### config.mk
export PLATFORM = sky130hd
export DESIGN_NAME = axil_bank_decoder
export DESIGN_NICKNAME = d
export VERILOG_FILES = /design/src/axil_pkg.sv /design/src/axil_bank_decoder.sv
export SDC_FILE = /design/constraint.sdc
export NUM_CORES = 1
export LEC_CHECK = 0
export BUFFER_PORTS_ARGS = -buffer_cell sky130_fd_sc_hd__buf_2
export CAP_MARGIN = 20
export CORE_AREA = 3 3 251 253
export CTS_CLUSTER_SIZE = 8
export DETAILED_ROUTE_END_ITERATION = 6
export DIE_AREA = 0 0 254 256
export PLACE_DENSITY = 0.3
export REMOVE_ABC_BUFFERS = 1
export SYNTH_ARGS = -nofsm -noshare
export SYNTH_HDL_FRONTEND = slang
export SYNTH_SLANG_ARGS = --single-unit
### constraint.sdc
create_clock -name clk -period 1.2 [get_ports clk]
set_clock_uncertainty 0.1 [all_clocks]
set_input_delay 0.06 -clock clk [delete_from_list [all_inputs] [get_ports clk]]
set_output_delay 0.06 -clock clk [all_outputs]
set_load 0.005 [all_outputs]
### src/axil_pkg.sv
/*
 * AXI4-Lite two-bank memory: shared bus widths, response code,
 * channel payload structs and the debug write struct
 */
package axil_pkg;

   // byte address and data bus widths
   localparam int addr_width = 16;
   localparam int data_width = 32;
   localparam int strb_width = data_width / 8;

   // bit 15 picks the bank, the rest addresses bytes inside it
   localparam int bank_addr_width = addr_width - 1;
   localparam int bank_words = 8192;
   localparam int word_addr_width = $clog2(bank_words);

   // debug word address, top bit is the bank
   localparam int dbg_addr_width = word_addr_width + 1;

   localparam logic [1:0] axil_resp_okay = 2'b00;

   typedef struct packed {
      logic [addr_width-1:0] addr;
      logic [2:0]            prot;
   } axil_aw_t;

   typedef struct packed {
      logic [data_width-1:0] data;
      logic [strb_width-1:0] strb;
   } axil_w_t;

   typedef struct packed {
      logic [1:0] resp;
   } axil_b_t;

   typedef struct packed {
      logic [addr_width-1:0] addr;
      logic [2:0]            prot;
   } axil_ar_t;

   typedef struct packed {
      logic [data_width-1:0] data;
      logic [1:0]            resp;
   } axil_r_t;

   // side-port word write, no handshake
   typedef struct packed {
      logic                      en;
      logic [dbg_addr_width-1:0] addr;
      logic [data_width-1:0]     data;
   } dbg_wr_t;

endpackage
### src/axil_bank_decoder.sv
/*
 * Bank decoder: routes AXI4-Lite channels and the debug port to one of
 * two banks by the top address bit, one transaction per direction
 */
`timescale 1ns/1ps

module axil_bank_decoder
   import axil_pkg::*;
(
   input  logic                       clk,
   input  logic                       rst,
   // upstream side
   input  axil_aw_t                   s_aw,
   input  logic                       s_aw_valid,
   output logic                       s_aw_ready,
   input  axil_w_t                    s_w,
   input  logic                       s_w_valid,
   output logic                       s_w_ready,
   output axil_b_t                    s_b,
   output logic                       s_b_valid,
   input  logic                       s_b_ready,
   input  axil_ar_t                   s_ar,
   input  logic                       s_ar_valid,
   output logic                       s_ar_ready,
   output axil_r_t                    s_r,
   output logic                       s_r_valid,
   input  logic                       s_r_ready,
   // bank 0
   output axil_aw_t                   m0_aw,
   output logic                       m0_aw_valid,
   input  logic                       m0_aw_ready,
   output axil_w_t                    m0_w,
   output logic                       m0_w_valid,
   input  logic                       m0_w_ready,
   input  axil_b_t                    m0_b,
   input  logic                       m0_b_valid,
   output logic                       m0_b_ready,
   output axil_ar_t                   m0_ar,
   output logic                       m0_ar_valid,
   input  logic                       m0_ar_ready,
   input  axil_r_t                    m0_r,
   input  logic                       m0_r_valid,
   output logic                       m0_r_ready,
   // bank 1
   output axil_aw_t                   m1_aw,
   output logic                       m1_aw_valid,
   input  logic                       m1_aw_ready,
   output axil_w_t                    m1_w,
   output logic                       m1_w_valid,
   input  logic                       m1_w_ready,
   input  axil_b_t                    m1_b,
   input  logic                       m1_b_valid,
   output logic                       m1_b_ready,
   output axil_ar_t                   m1_ar,
   output logic                       m1_ar_valid,
   input  logic                       m1_ar_ready,
   input  axil_r_t                    m1_r,
   input  logic                       m1_r_valid,
   output logic                       m1_r_ready,
   // debug, top side then bank side
   input  logic [dbg_addr_width-1:0]  dbg_rd_addr,
   output logic [data_width-1:0]      dbg_rd_data,
   input  dbg_wr_t                    dbg_wr,
   output logic [word_addr_width-1:0] dbg0_rd_addr,
   input  logic [data_width-1:0]      dbg0_rd_data,
   output dbg_wr_t                    dbg0_wr,
   output logic [word_addr_width-1:0] dbg1_rd_addr,
   input  logic [data_width-1:0]      dbg1_rd_data,
   output dbg_wr_t                    dbg1_wr
);

   // route locks, held from request transfer to response transfer
   logic wr_busy;
   logic wr_bank;
   logic rd_busy;
   logic rd_bank;
   logic wr_sel;
   logic rd_sel;
   logic wr_req;
   logic rd_req;
   axil_aw_t aw_bank;
   axil_ar_t ar_bank;
   dbg_wr_t dbg_bank_wr;

   assign wr_sel = s_aw.addr[addr_width-1];
   assign rd_sel = s_ar.addr[addr_width-1];
   // write needs both halves, blocked while a response is owed
   assign wr_req = s_aw_valid && s_w_valid && !wr_busy;
   assign rd_req = s_ar_valid && !rd_busy;

   // bank sees an in-bank address
   always_comb begin
      aw_bank = s_aw;
      aw_bank.addr[addr_width-1] = 1'b0;
      ar_bank = s_ar;
      ar_bank.addr[addr_width-1] = 1'b0;
   end

   assign m0_aw = aw_bank;
   assign m1_aw = aw_bank;
   assign m0_w = s_w;
   assign m1_w = s_w;
   assign m0_ar = ar_bank;
   assign m1_ar = ar_bank;

   assign m0_aw_valid = wr_req && !wr_sel;
   assign m0_w_valid = wr_req && !wr_sel;
   assign m1_aw_valid = wr_req && wr_sel;
   assign m1_w_valid = wr_req && wr_sel;
   assign m0_ar_valid = rd_req && !rd_sel;
   assign m1_ar_valid = rd_req && rd_sel;

   assign s_aw_ready = !wr_busy && (wr_sel ? m1_aw_ready : m0_aw_ready);
   assign s_w_ready = !wr_busy && (wr_sel ? m1_w_ready : m0_w_ready);
   assign s_ar_ready = !rd_busy && (rd_sel ? m1_ar_ready : m0_ar_ready);

   // responses only from the locked bank
   assign s_b = wr_bank ? m1_b : m0_b;
   assign s_b_valid = wr_busy && (wr_bank ? m1_b_valid : m0_b_valid);
   assign m0_b_ready = wr_busy && !wr_bank && s_b_ready;
   assign m1_b_ready = wr_busy && wr_bank && s_b_ready;

   assign s_r = rd_bank ? m1_r : m0_r;
   assign s_r_valid = rd_busy && (rd_bank ? m1_r_valid : m0_r_valid);
   assign m0_r_ready = rd_busy && !rd_bank && s_r_ready;
   assign m1_r_ready = rd_busy && rd_bank && s_r_ready;

   // request and response transfers never share a cycle
   always_ff @(posedge clk) begin
      if (rst) begin
         wr_busy <= 1'b0;
         wr_bank <= 1'b0;
         rd_busy <= 1'b0;
         rd_bank <= 1'b0;
      end else begin
         if (s_aw_valid && s_aw_ready) begin
            wr_busy <= 1'b1;
            wr_bank <= wr_sel;
         end else if (s_b_valid && s_b_ready) begin
            wr_busy <= 1'b0;
         end
         if (s_ar_valid && s_ar_ready) begin
            rd_busy <= 1'b1;
            rd_bank <= rd_sel;
         end else if (s_r_valid && s_r_ready) begin
            rd_busy <= 1'b0;
         end
      end
   end

   // debug read mux on the bank bit
   assign dbg0_rd_addr = dbg_rd_addr[word_addr_width-1:0];
   assign dbg1_rd_addr = dbg_rd_addr[word_addr_width-1:0];
   assign dbg_rd_data = dbg_rd_addr[word_addr_width] ? dbg1_rd_data : dbg0_rd_data;

   // debug write goes to one bank, bank bit cleared
   always_comb begin
      dbg_bank_wr = dbg_wr;
      dbg_bank_wr.addr[word_addr_width] = 1'b0;
      dbg0_wr = dbg_bank_wr;
      dbg0_wr.en = dbg_wr.en && !dbg_wr.addr[word_addr_width];
      dbg1_wr = dbg_bank_wr;
      dbg1_wr.en = dbg_wr.en && dbg_wr.addr[word_addr_width];
   end

endmodule

==> metrics.md, run 1 <==
| Metric | Value |
|---|---|
| Outcome | finished, violations left |
| Failing checks | setup timing |
| Slew Limit Fails | 0 |
| Placed inst area | 3460 µm² |
| Drt pass-1 iters | 4 |
| Initial core utilization | 5.213% |
| Post-synth EDFFs | 0 |
| CP dominant cell by count | buf_12 |
| RR Startpoint | rd_bank$_SDFFE_PP0P_ |
| Aggregate global-route resource usage | roughly an eighth |
| Critical path type | reg -> out |
| Hold endpoint | m1_aw[5] |
| Via-per-instance ratio | 2.455 |
| Leak | 1.770 nW |
| Die H | 256 µm |
| Initial antenna violation count | 6 |
| CP arrival | 1340 ps |
| Die outline width | 254 µm |
| Avg Inst Size Synth | 8.230 µm² |
| Fin worst setup slack | -295.6 ps |
| CTS Buf Count | 3 |
| Hold WC Path Type | in -> out |
| Clk_lat worst skew | 230 ps |
| Vias after detailed routing | approximately 2,900 |
| Post-Syn Area | between 3000 and 4000 µm² |
| Yosys warns | 0 |
| Synth Register Bits | 4 |
| IO Pins | 639 |
| Most common cell in the netlist | buf_4 |
| Setup WS pre-CTS | -140.0 ps |
| Top_reg_cell synth | dfxtp_1 |
| CP endpoint kind | output pin |
| Pwr dens | 472.6 nW/µm² |
| Routability cong. | about 0.84 |
| R2R Setup Slk | -110 ps |
| Cell count after synthesis | just under 400 |
| H-Tree Depth | 1 |
| Post-DP HPWL | ~41,000 µm |
| Largest stage delay on the critical path | 370 ps |
| Port-buffer cells | 242 |
| FFs w/ async S/R, synth | 0% |
| Routed WL per cell | 38.49 µm |
| Part of the cycle the worst path needs | 124.6% |
| Hold Startpoint | s_aw[5] |
| Final ANT Viol Nets | 0 |
| Design area | 4149 µm² |
| Clk slew on worst S/H paths | 30 ps |
| Hold Path Stages | 0 |
| Core ar. | approximately 61,000 µm² |
| Vias in the first global route | 2,719 |
| CTS max path bufs | 2 |
| # rows | 91 |
| Largest net degree at the start of global routing | 33 |
| RSZ-0062 raised after global routing | yes |
| Share of the synthesized area in the top cell type | 63.95% |
| Setup Viol. Count Final | 43 |
| TritonCTS clock tree | done |
| Setup_tns | -9649 ps |
| CTS sink cnt | 4 |
| Critical Path RT | 1040 ps |
| Post-synthesis sequential area ratio | 2.508% |
| CP Cell Sequence | buf_12 > buf_12 > mux2_4 > buf_6 |
| WP depth | 4 |
| Most frequent cells after synthesis | buf_4 (272), mux2_2 (59), mux2_4 (8), nor2_1 (7), nor2b_1 (6) |
| Drt drc | 0 |
| Die area | approximately 65,000 µm² |
| Count of unique library cells instantiated by Yosys | 24 |
| MaxCap Viol Count | 0 |
| Crit-path leading delay family | buffers and inverters |
| CP Buf/Inv Count | 3 |
| Reg2reg path depth | 6 |
| Critical Path Start Type | flop |
| FMAX | about 670 MHz |
| Initial DRC count | a little over 90 |
| Worst r2r dst | rd_bank$_SDFFE_PP0P_ |
| Fin crit period | 1496 ps |
| Layout cells sized above 1 | around 93% |
| Post-synth top area cell | buf_4 |
| Hold Fails Final Rpt | 0 |
| First-pass GRT wire length | 50,400 µm |
| VDD IR-drop max | ~0.00032 V |
| Clock Tree Root | clkbuf_16 |
| Crit Path Max Fanout | 7 |
| WL final | approximately 45,000 µm |
| Area growth syn-to-layout | 29.94% |
| Gr ovfl total | 0 |
| Final net count | 679 |
| Top cells by area, synth | buf_4 (64%), mux2_2 (21%), mux2_4 (3.8%), dfxtp_1 (2.5%), mux2i_1 (1.3%) |
| Crit-path slowest cell | dfxtp_4 |
==> cell usage in the layout (no fill, tap or decap), types with 2 or more instances in the layout <==
cell       netlist  layout
buf_2            3     209
buf_6            1      43
mux2_2          59      40
mux2_4           8      27
buf_4          272       9
conb_1           1       6
nor2b_1          6       4
clkbuf_16        0       4
buf_12           0       4
nor2b_4          0       3
nor2_1           7       3
nand2_2          0       3
nor2_2           0       3
and3_4           0       3
mux2_1           2       2
and2_1           2       2
mux2i_1          4       2
mux2i_4          0       2
a21oi_2          0       2
inv_1            2       2
dfxtp_4          0       2
dfxtp_2          0       2
==> metrics by stage <==
step	hold WS (ps)	std cells	utilization, %	power (mW)
2_1_floorplan	20.00	117	-	0.4631
3_3_place_gp	20.22	1161	5.648	1.231
3_5_place_dp	20.22	1161	5.648	1.223
4_1_cts	20.22	1172	6.432	1.926
5_1_grt	20.05	1179	6.769	2.078
6_report	20.05	1180	6.773	1.961
==> sequential cells by signal (all words and copies together), names as in the netlist <==
signal and count:
wr_busy 1, rd_bank 1, wr_bank 1, rd_busy 1
==> where the power goes <==
group | switching, mW | internal, mW | leakage, nW
logic | 0.565 | 0.717 | 1.70
registers | 0.0141 | 0.142 | 0.0350
clock network | 0.0973 | 0.426 | 0.0370
total | 0.676 | 1.28 | 1.77
==> cell families after synthesis <==
family / synth area share [%]
other cells: 0.1174
compound gates: 1.371
flops: 2.508
buf+inv: 65.01
simple gates: 4.467
mux: 26.53
==> area by class of cell <==
class / count / area (µm²)
antenna: 1 / 2.502
clock buffer: 3 / 75.07
fill: 7232 / 57110
inverter: 2 / 7.507
multi-input combinational: 111 / 1230
sequential: 4 / 90.09
tap: 790 / 988.4
timing repair buffer: 269 / 1755
==> repair_timing <==
item                                   in CTS  in global routing
gates resized for setup                    80                 27
setup endpoints to repair                  48                 52
gates cloned                                1                  1
setup buffers                               6                  7
endpoints found under the hold margin       3                  0
hold buffers                                1                  0
pin swaps                                   1                  4
==> routing by layer <==
metal  wire length [µm]  GRT usage [%]  share of wire (%)
met5                313          4.211               0.69
met4               3444          7.502                7.6
met3               8607          9.989                 19
met2              20890          21.88                 46
met1              12160          10.37                 27
==> how the worst max path moves through the flow <==
stage	from	endpoint	slack [ps]
final	rd_bank$_SDFFE_PP0P_	s_r[26]	-300
after floorplan	rd_bank$_SDFFE_PP0P_	rd_busy$_SDFFE_PP0P_	-650
after detailed placement	wr_busy$_SDFFE_PP0P_	wr_bank$_SDFFE_PP0P_	-140
after global routing	rd_bank$_SDFFE_PP0P_	s_r[21]	-320
after global placement	wr_busy$_SDFFE_PP0P_	wr_bank$_SDFFE_PP0P_	-150
after CTS	rd_bank$_SDFFE_PP0P_	s_r_valid	-300
No activity file was read; power rests on OpenSTA's default activity.
==> inputs of run 2 (changes only) <==
- HOLD_SLACK_MARGIN: unset -> 0.1
==> run 2 against run 1 <==
Against the previous run: the run still ends with setup timing left; highest routed layer is now met4; first-iteration DRC count grew to 3.1 times the previous value; sequential power is 3% higher; critical endpoint is now s_r_valid; fmax is 1.0% lower; utilization is 2.2 points higher; largest cell class unchanged; power is 51% higher.
==> metrics.md, run 2 (synthesis results as in run 1) <==
| Metric | Value |
|---|---|
| Outcome | finished, violations left (unchanged) |
| Failing checks | setup timing (unchanged) |
| Crit-path slowest cell | dfxtp_4 (unchanged) |
| Area growth syn-to-layout | 71.40% (was 29.94%) |
| Setup_tns | -9887 ps (was -9649 ps) |
| CP arrival | 1350 ps (was 1340 ps) |
| Hold WC Path Type | in -> reg (was in -> out) |
| Final Non-Filler Cells | 1,337 (was 1,180) |
| TritonCTS clock tree | done (unchanged) |
| Critical Path Start Type | flop (unchanged) |
| MaxCap Viol Count | 0 (unchanged) |
| Fin worst setup slack | -311.2 ps (was -295.6 ps) |
| Initial antenna violation count | 39 (was 6) |
| FMAX | 661.7 MHz (was 668.6 MHz) |
| Routed WL per cell | 35.29 µm (was 38.49 µm) |
| Final net count | 808 (was 679) |
| Crit Path Max Fanout | 7 (unchanged) |
| Largest net degree at the start of global routing | 33 (unchanged) |
| Vias after detailed routing | 3,584 (was 2,897) |
| Critical path type | reg -> out (unchanged) |
| Slew Limit Fails | 0 (unchanged) |
| CP dominant cell by count | buf_6 (was buf_12) |
| Drt drc | 0 (unchanged) |
| Die area | 65,020 µm² (unchanged) |
| Pwr dens | 540.9 nW/µm² (was 472.6 nW/µm²) |
| Gr ovfl total | 0 (unchanged) |
| Dpl cells | 1,161 (unchanged) |
| WL final | 47,180 µm (was 45,420 µm) |
| Port-buffer cells | 242 (unchanged) |
| Initial core utilization | 5.213% (unchanged) |
| Die H | 256 µm (unchanged) |
| CP Cell Sequence | buf_6 > buf_6 > mux2i_4 > nor2b_1 > buf_4 (was buf_12 > buf_12 > mux2_4 > buf_6) |
| Layout cells sized above 1 | 68.53% (was 92.54%) |
| Aggregate global-route resource usage | 13.44% (was 12.97%) |
| Largest stage delay on the critical path | 450 ps (was 370 ps) |
| Drt pass-1 iters | 4 (unchanged) |
| CTS sink cnt | 4 (unchanged) |
| Relative slew slack | 58.15% |
| Vias in the first global route | 3,565 (was 2,719) |
| Commonest non-fill, non-tap cells in the layout | buf_2 (210), dlygate4sd3_1 (134), buf_6 (41) (was buf_2 (209), buf_6 (43), mux2_2 (40)) |
| CP Buf/Inv Count | 3 (unchanged) |
| Setup Viol. Count Final | 43 (unchanged) |
| Commonest non-fill, non-tap cell in the layout | buf_2 (unchanged) |
| Clk_lat worst skew | 220 ps (was 230 ps) |
| Critical Path RT | 1040 ps (about the same) |
| IO Pins | 639 (unchanged) |
| Clock Tree Root | clkbuf_16 (unchanged) |
| Die outline width | 254 µm (unchanged) |
| Routability cong. | 0.8446 (unchanged) |
| # rows | 91 (unchanged) |
| CTS max path bufs | 2 (unchanged) |
| Leak | 2.299 nW (was 1.770 nW) |
| CTS Buf Count | 3 (unchanged) |
| Part of the cycle the worst path needs | 125.9% (was 124.6%) |
| H-Tree Depth | 1 (unchanged) |
| Initial DRC count | 288 (was 93) |
| Post-DP HPWL | 40,700 µm (unchanged) |
| Core ar. | 61,260 µm² (unchanged) |
| Actual slew at the worst max-slew pin | 625.7 ps |
| CP endpoint kind | output pin (unchanged) |
| Crit-path leading delay family | flip-flops (was buffers and inverters) |
| VDD IR-drop max | 0.0003184 V (was 0.0003175 V) |
| Via-per-instance ratio | 2.681 (was 2.455) |
| Hold WS | 95.03 ps (was 20.05 ps) |
| RSZ-0062 raised after global routing | yes (unchanged) |
| Final ANT Viol Nets | 0 (unchanged) |
| Clk slew on worst S/H paths | 30 ps (about the same) |
| Hold Fails Final Rpt | 0 (unchanged) |
| Fin crit period | 1511 ps (was 1496 ps) |
| First-pass GRT wire length | 53,960 µm (was 50,400 µm) |
==> run 2: layer usage <==
| layer | vias to the layer above | GRT usage [%] | share of wire (%) |
|---|---|---|---|
| li1 | 1270 | - | - |
| met4 | 0 | 7.646 | 7.6 |
| met3 | 93 | 7.774 | 14 |
| met2 | 574 | 22.47 | 45 |
| met5 | - | 0.7519 | 0 |
| met1 | 1647 | 12.81 | 33 |
==> run 2: area by class of cell <==
type | count | area, µm²
Antenna cell | 29 | 72.57
Clock buffer | 3 | 75.07
Inverter | 2 | 7.507
Sequential cell | 4 | 90.09
Fill cell | 7132 | 55780
Multi-Input combinational cell | 111 | 1230
Tap cell | 790 | 988.4
Timing Repair Buffer | 398 | 3009
==> run 2: tightest hold or removal path: stages <==
cell     delay (ps)
buf_2           100
mux2i_4          70
nor2_1          100
nor3_1           50
==> run 2: per-stage QoR <==
step / power (mW) / worst slack [ps] / area (µm²) / util, %
6_report: 2.960 / -311.2 / 5473 / 8.934
5_1_grt: 3.038 / -354.1 / 5450 / 8.897
4_1_cts: 2.868 / -299.9 / 5281 / 8.622
3_5_place_dp: 1.223 / -140.0 / 3460 / 5.648
3_3_place_gp: 1.231 / -152.5 / 3460 / 5.648
2_1_floorplan: 0.4631 / -649.8 / 1144 / -
==> run 2: timing repair <==
action | in CTS | in global routing
setup buffers | 6 | 4
endpoints found under the hold margin | 263 | 0
cloned | 1 | 0
gates resized for setup | 80 | 24
endpoints found under the setup margin | 48 | 52
hold buffers | 135 | 0
pin swaps | 1 | 3
==> run 2: worst paths after layout <==
check                       start                    to  slack, ps  cells after the start
max reg2reg  rd_bank$_SDFFE_PP0P_  rd_busy$_SDFFE_PP0P_        -60                      5
max          rd_bank$_SDFFE_PP0P_             s_r_valid       -310                      5
min reg2reg  rd_busy$_SDFFE_PP0P_  rd_bank$_SDFFE_PP0P_        590                      3
min                    m1_r_valid  rd_busy$_SDFFE_PP0P_        100                      4
==> run 2: where the power goes <==
part / internal [mW] / switching, mW / total [mW]
combinational: 0.994 / 1.29 / 2.28
sequential: 0.142 / 0.0183 / 0.160
clock: 0.426 / 0.0949 / 0.521
==> inputs of run 3 (changes only) <==
- PLACE_DENSITY: 0.3 -> unset
- PLACE_DENSITY_LB_ADDON: unset -> 0.2
==> run 3 against run 2 <==
Against the previous run: power is 1.3% lower; highest routed layer is now met5; the flow still finishes with violations (setup timing); first-iteration DRC count is 17% lower; register-to-register slack worse by 20 ps.
==> metrics.md, run 3 (synthesis results as in run 1) <==
| Metric | Value |
|---|---|
| Largest stage delay on the critical path | 420 ps (was 450 ps) |
| H-Tree Depth | 1 (unchanged) |
| Relative slew slack | 55.52% (was 58.15%) |
| Drt drc | 0 (unchanged) |
| Leak | 2.276 nW (was 2.299 nW) |
| Fin util | 8.834% (was 8.934%) |
| Port-buffer cells | 242 (unchanged) |
| IO Pins | 639 (unchanged) |
| Hold Path Stages | 3 (was 4) |
| Routability cong. | 0.9357 (was 0.8446) |
| Clk slew on worst S/H paths | 30 ps (about the same) |
| Worst r2r dst | rd_bank$_SDFFE_PP0P_ (was rd_busy$_SDFFE_PP0P_) |
| R2R Setup Slk | -80 ps (was -60 ps) |
| Hold Startpoint | m1_ar_ready (was m1_r_valid) |
| CTS Buf Count | 3 (unchanged) |
| Final ANT Viol Nets | 0 (unchanged) |
| Setup Viol. Count Final | 44 (was 43) |
| Hold WS | 94.08 ps (was 95.03 ps) |
| Critical path type | reg -> out (unchanged) |
| # rows | 91 (unchanged) |
| Post-DP HPWL | 39,970 µm (was 40,700 µm) |
| CP Cell Sequence | buf_12 > mux2_4 > buf_2 (was buf_6 > buf_6 > mux2i_4 > nor2b_1 > buf_4) |
| P_sw | 1.364 mW (was 1.398 mW) |
| CP arrival | 1360 ps (was 1350 ps) |
| Setup WS pre-CTS | -205.5 ps (was -140.0 ps) |
| Clock Tree Root | clkbuf_16 (unchanged) |
| Power Internal | 1.558 mW (was 1.562 mW) |
| Reg2reg path depth | 4 (was 5) |
| Failing checks | setup timing (unchanged) |
| CP Buf/Inv Count | 2 (was 3) |
| Core ar. | 61,260 µm² (unchanged) |
| Hold endpoint | rd_bank$_SDFFE_PP0P_ (was rd_busy$_SDFFE_PP0P_) |
| Die area | 65,020 µm² (unchanged) |
| Outcome | finished, violations left (unchanged) |
| VDD IR-drop max | 0.0002286 V (was 0.0003184 V) |
| Actual slew at the worst max-slew pin | 665.1 ps (was 625.7 ps) |
| CP endpoint kind | output pin (unchanged) |
| Drt pass-1 iters | 4 (unchanged) |
| Fin worst setup slack | -324.0 ps (was -311.2 ps) |
| Critical Path Start Type | flop (unchanged) |
| Hold Fails Final Rpt | 0 (unchanged) |
| Fillers | 7,183 (was 7,132) |
| Clock network power share | 18.4% (was 17.6%) |
| Initial antenna violation count | 44 (was 39) |
| Pwr dens | 539.9 nW/µm² (was 540.9 nW/µm²) |
| Sequential share of power | 5.4% (about the same) |
| Crit Path Max Fanout | 9 (was 7) |
| Hold WC Path Type | in -> reg (unchanged) |
| RSZ-0062 raised after global routing | yes (unchanged) |
| Gr ovfl total | 0 (unchanged) |
| Setup_tns | -9731 ps (was -9887 ps) |
| Sw Ratio | 46.67% (was 47.23%) |
| MaxCap Viol Count | 0 (unchanged) |
| Commonest non-fill, non-tap cell in the layout | buf_2 (unchanged) |
| Final Non-Filler Cells | 1,333 (was 1,337) |
| WL final | 45,750 µm (was 47,180 µm) |
| Final net count | 802 (was 808) |
| Vias after detailed routing | 3,534 (was 3,584) |
| Aggregate global-route resource usage | 12.94% (was 13.44%) |
| Routed WL per cell | 34.32 µm (was 35.29 µm) |
| Vias in the first global route | 3,525 (was 3,565) |
| Crit-path leading delay family | flip-flops (unchanged) |
| CTS sink cnt | 4 (unchanged) |
| RR Startpoint | rd_bank$_SDFFE_PP0P_ (unchanged) |
| Dpl cells | 1,161 (unchanged) |
| TritonCTS clock tree | done (unchanged) |
| Fin crit period | 1524 ps (was 1511 ps) |
| First-pass GRT wire length | 52,230 µm (was 53,960 µm) |
| Crit-path slowest cell | dfxtp_4 (unchanged) |
| Layout cells sized above 1 | 67.97% (was 68.53%) |
| Die outline width | 254 µm (unchanged) |
| CTS max path bufs | 2 (unchanged) |
| Largest net degree at the start of global routing | 33 (unchanged) |
| Initial DRC count | 238 (was 288) |
| Critical Path RT | 1040 ps (about the same) |
| Commonest non-fill, non-tap cells in the layout | buf_2 (207), dlygate4sd3_1 (133), buf_6 (38) (was buf_2 (210), dlygate4sd3_1 (134), buf_6 (41)) |
| Via-per-instance ratio | 2.651 (was 2.681) |
| Comb power frac | 76.2% (was 77.0%) |
| Part of the cycle the worst path needs | 127.0% (was 125.9%) |
| Die H | 256 µm (unchanged) |
| FMAX | 656.2 MHz (was 661.7 MHz) |
| Area growth syn-to-layout | 69.47% (was 71.40%) |
| Clk_lat worst skew | 230 ps (was 220 ps) |
| Initial core utilization | 5.213% (unchanged) |
| Slew Limit Fails | 0 (unchanged) |
[run 3: cell types whose count changed in the layout (fill, tap and decap cells not counted), moves of 2 or more]
cell     delta
diode_2     +2
mux2_4      +4
buf_12      +2
buf_2       -3
mux2_2      -4
nor2_1      +2
buf_6       -3
[run 3: power by group through the flow]
| stage | logic, mW | registers, mW | clock network [mW] |
|---|---|---|---|
| 2_1_floorplan | 0.297 | 0.166 | 0 |
| 3_3_place_gp | 1.07 | 0.156 | 0 |
| 3_5_place_dp | 1.06 | 0.156 | 0 |
| 4_1_cts | 2.15 | 0.157 | 0.539 |
| 5_1_grt | 2.30 | 0.158 | 0.551 |
| 6_report | 2.23 | 0.157 | 0.537 |
[run 3: area by class of cell]
| class | instances | area [µm²] | area share (%) |
|---|---|---|---|
| Timing Repair Buffer | 392 | 2968 | 54.84 |
| Multi-Input combinational cell | 111 | 1205 | 22.27 |
| Tap cell | 790 | 988.4 | 18.27 |
| Sequential cell | 4 | 90.09 | 1.665 |
| Antenna cell | 31 | 77.57 | 1.434 |
| Clock buffer | 3 | 75.07 | 1.387 |
| Inverter | 2 | 7.507 | 0.1387 |
[run 3: worst max-delay path by stage]
| stage | slack, ps | end | cells after the start | startpoint |
|---|---|---|---|---|
| after CTS | -330 | s_r_valid | 4 | rd_bank$_SDFFE_PP0P_ |
| after global placement | -200 | s_r[18] | 3 | rd_bank$_SDFFE_PP0P_ |
| after detailed placement | -210 | s_r[18] | 3 | rd_bank$_SDFFE_PP0P_ |
| final | -320 | s_r[4] | 3 | rd_bank$_SDFFE_PP0P_ |
| after global routing | -330 | s_r[5] | 3 | rd_bank$_SDFFE_PP0P_ |
| after floorplan | -650 | rd_busy$_SDFFE_PP0P_ | 3 | rd_bank$_SDFFE_PP0P_ |
[run 3: routing by layer]
metal / global-route usage [%] / vias up / part of all wire [%]
li1: - / 1261 / -
met1: 11.17 / 1608 / 29
met2: 21.64 / 547 / 45
met3: 7.987 / 110 / 15
met4: 9.541 / 8 / 10
met5: 0.9774 / - / 0.19
[run 3: stage by stage]
step	area, µm²	power, mW
floorplan	1144	0.4631
global placement	3485	1.229
detailed placement	3485	1.213
CTS	5206	2.850
global route	5376	3.005
finish	5411	2.922
[run 3: worst register-to-register path: stages (launching register included)]
cell,delay [ps]
dfxtp_4,420
clkbuf_16,200
buf_4,120
nor2_1,40
a2111oi_2,280
[run 3: timing repair]
action | CTS | global route
endpoints found under the hold margin | 263 | 0
buffers inserted | 2 | 4
gates resized for setup | 82 | 20
endpoints found under the setup margin | 53 | 52
gates cloned | 0 | 1
hold buffers | 133 | 0
pin swaps | 0 | 3
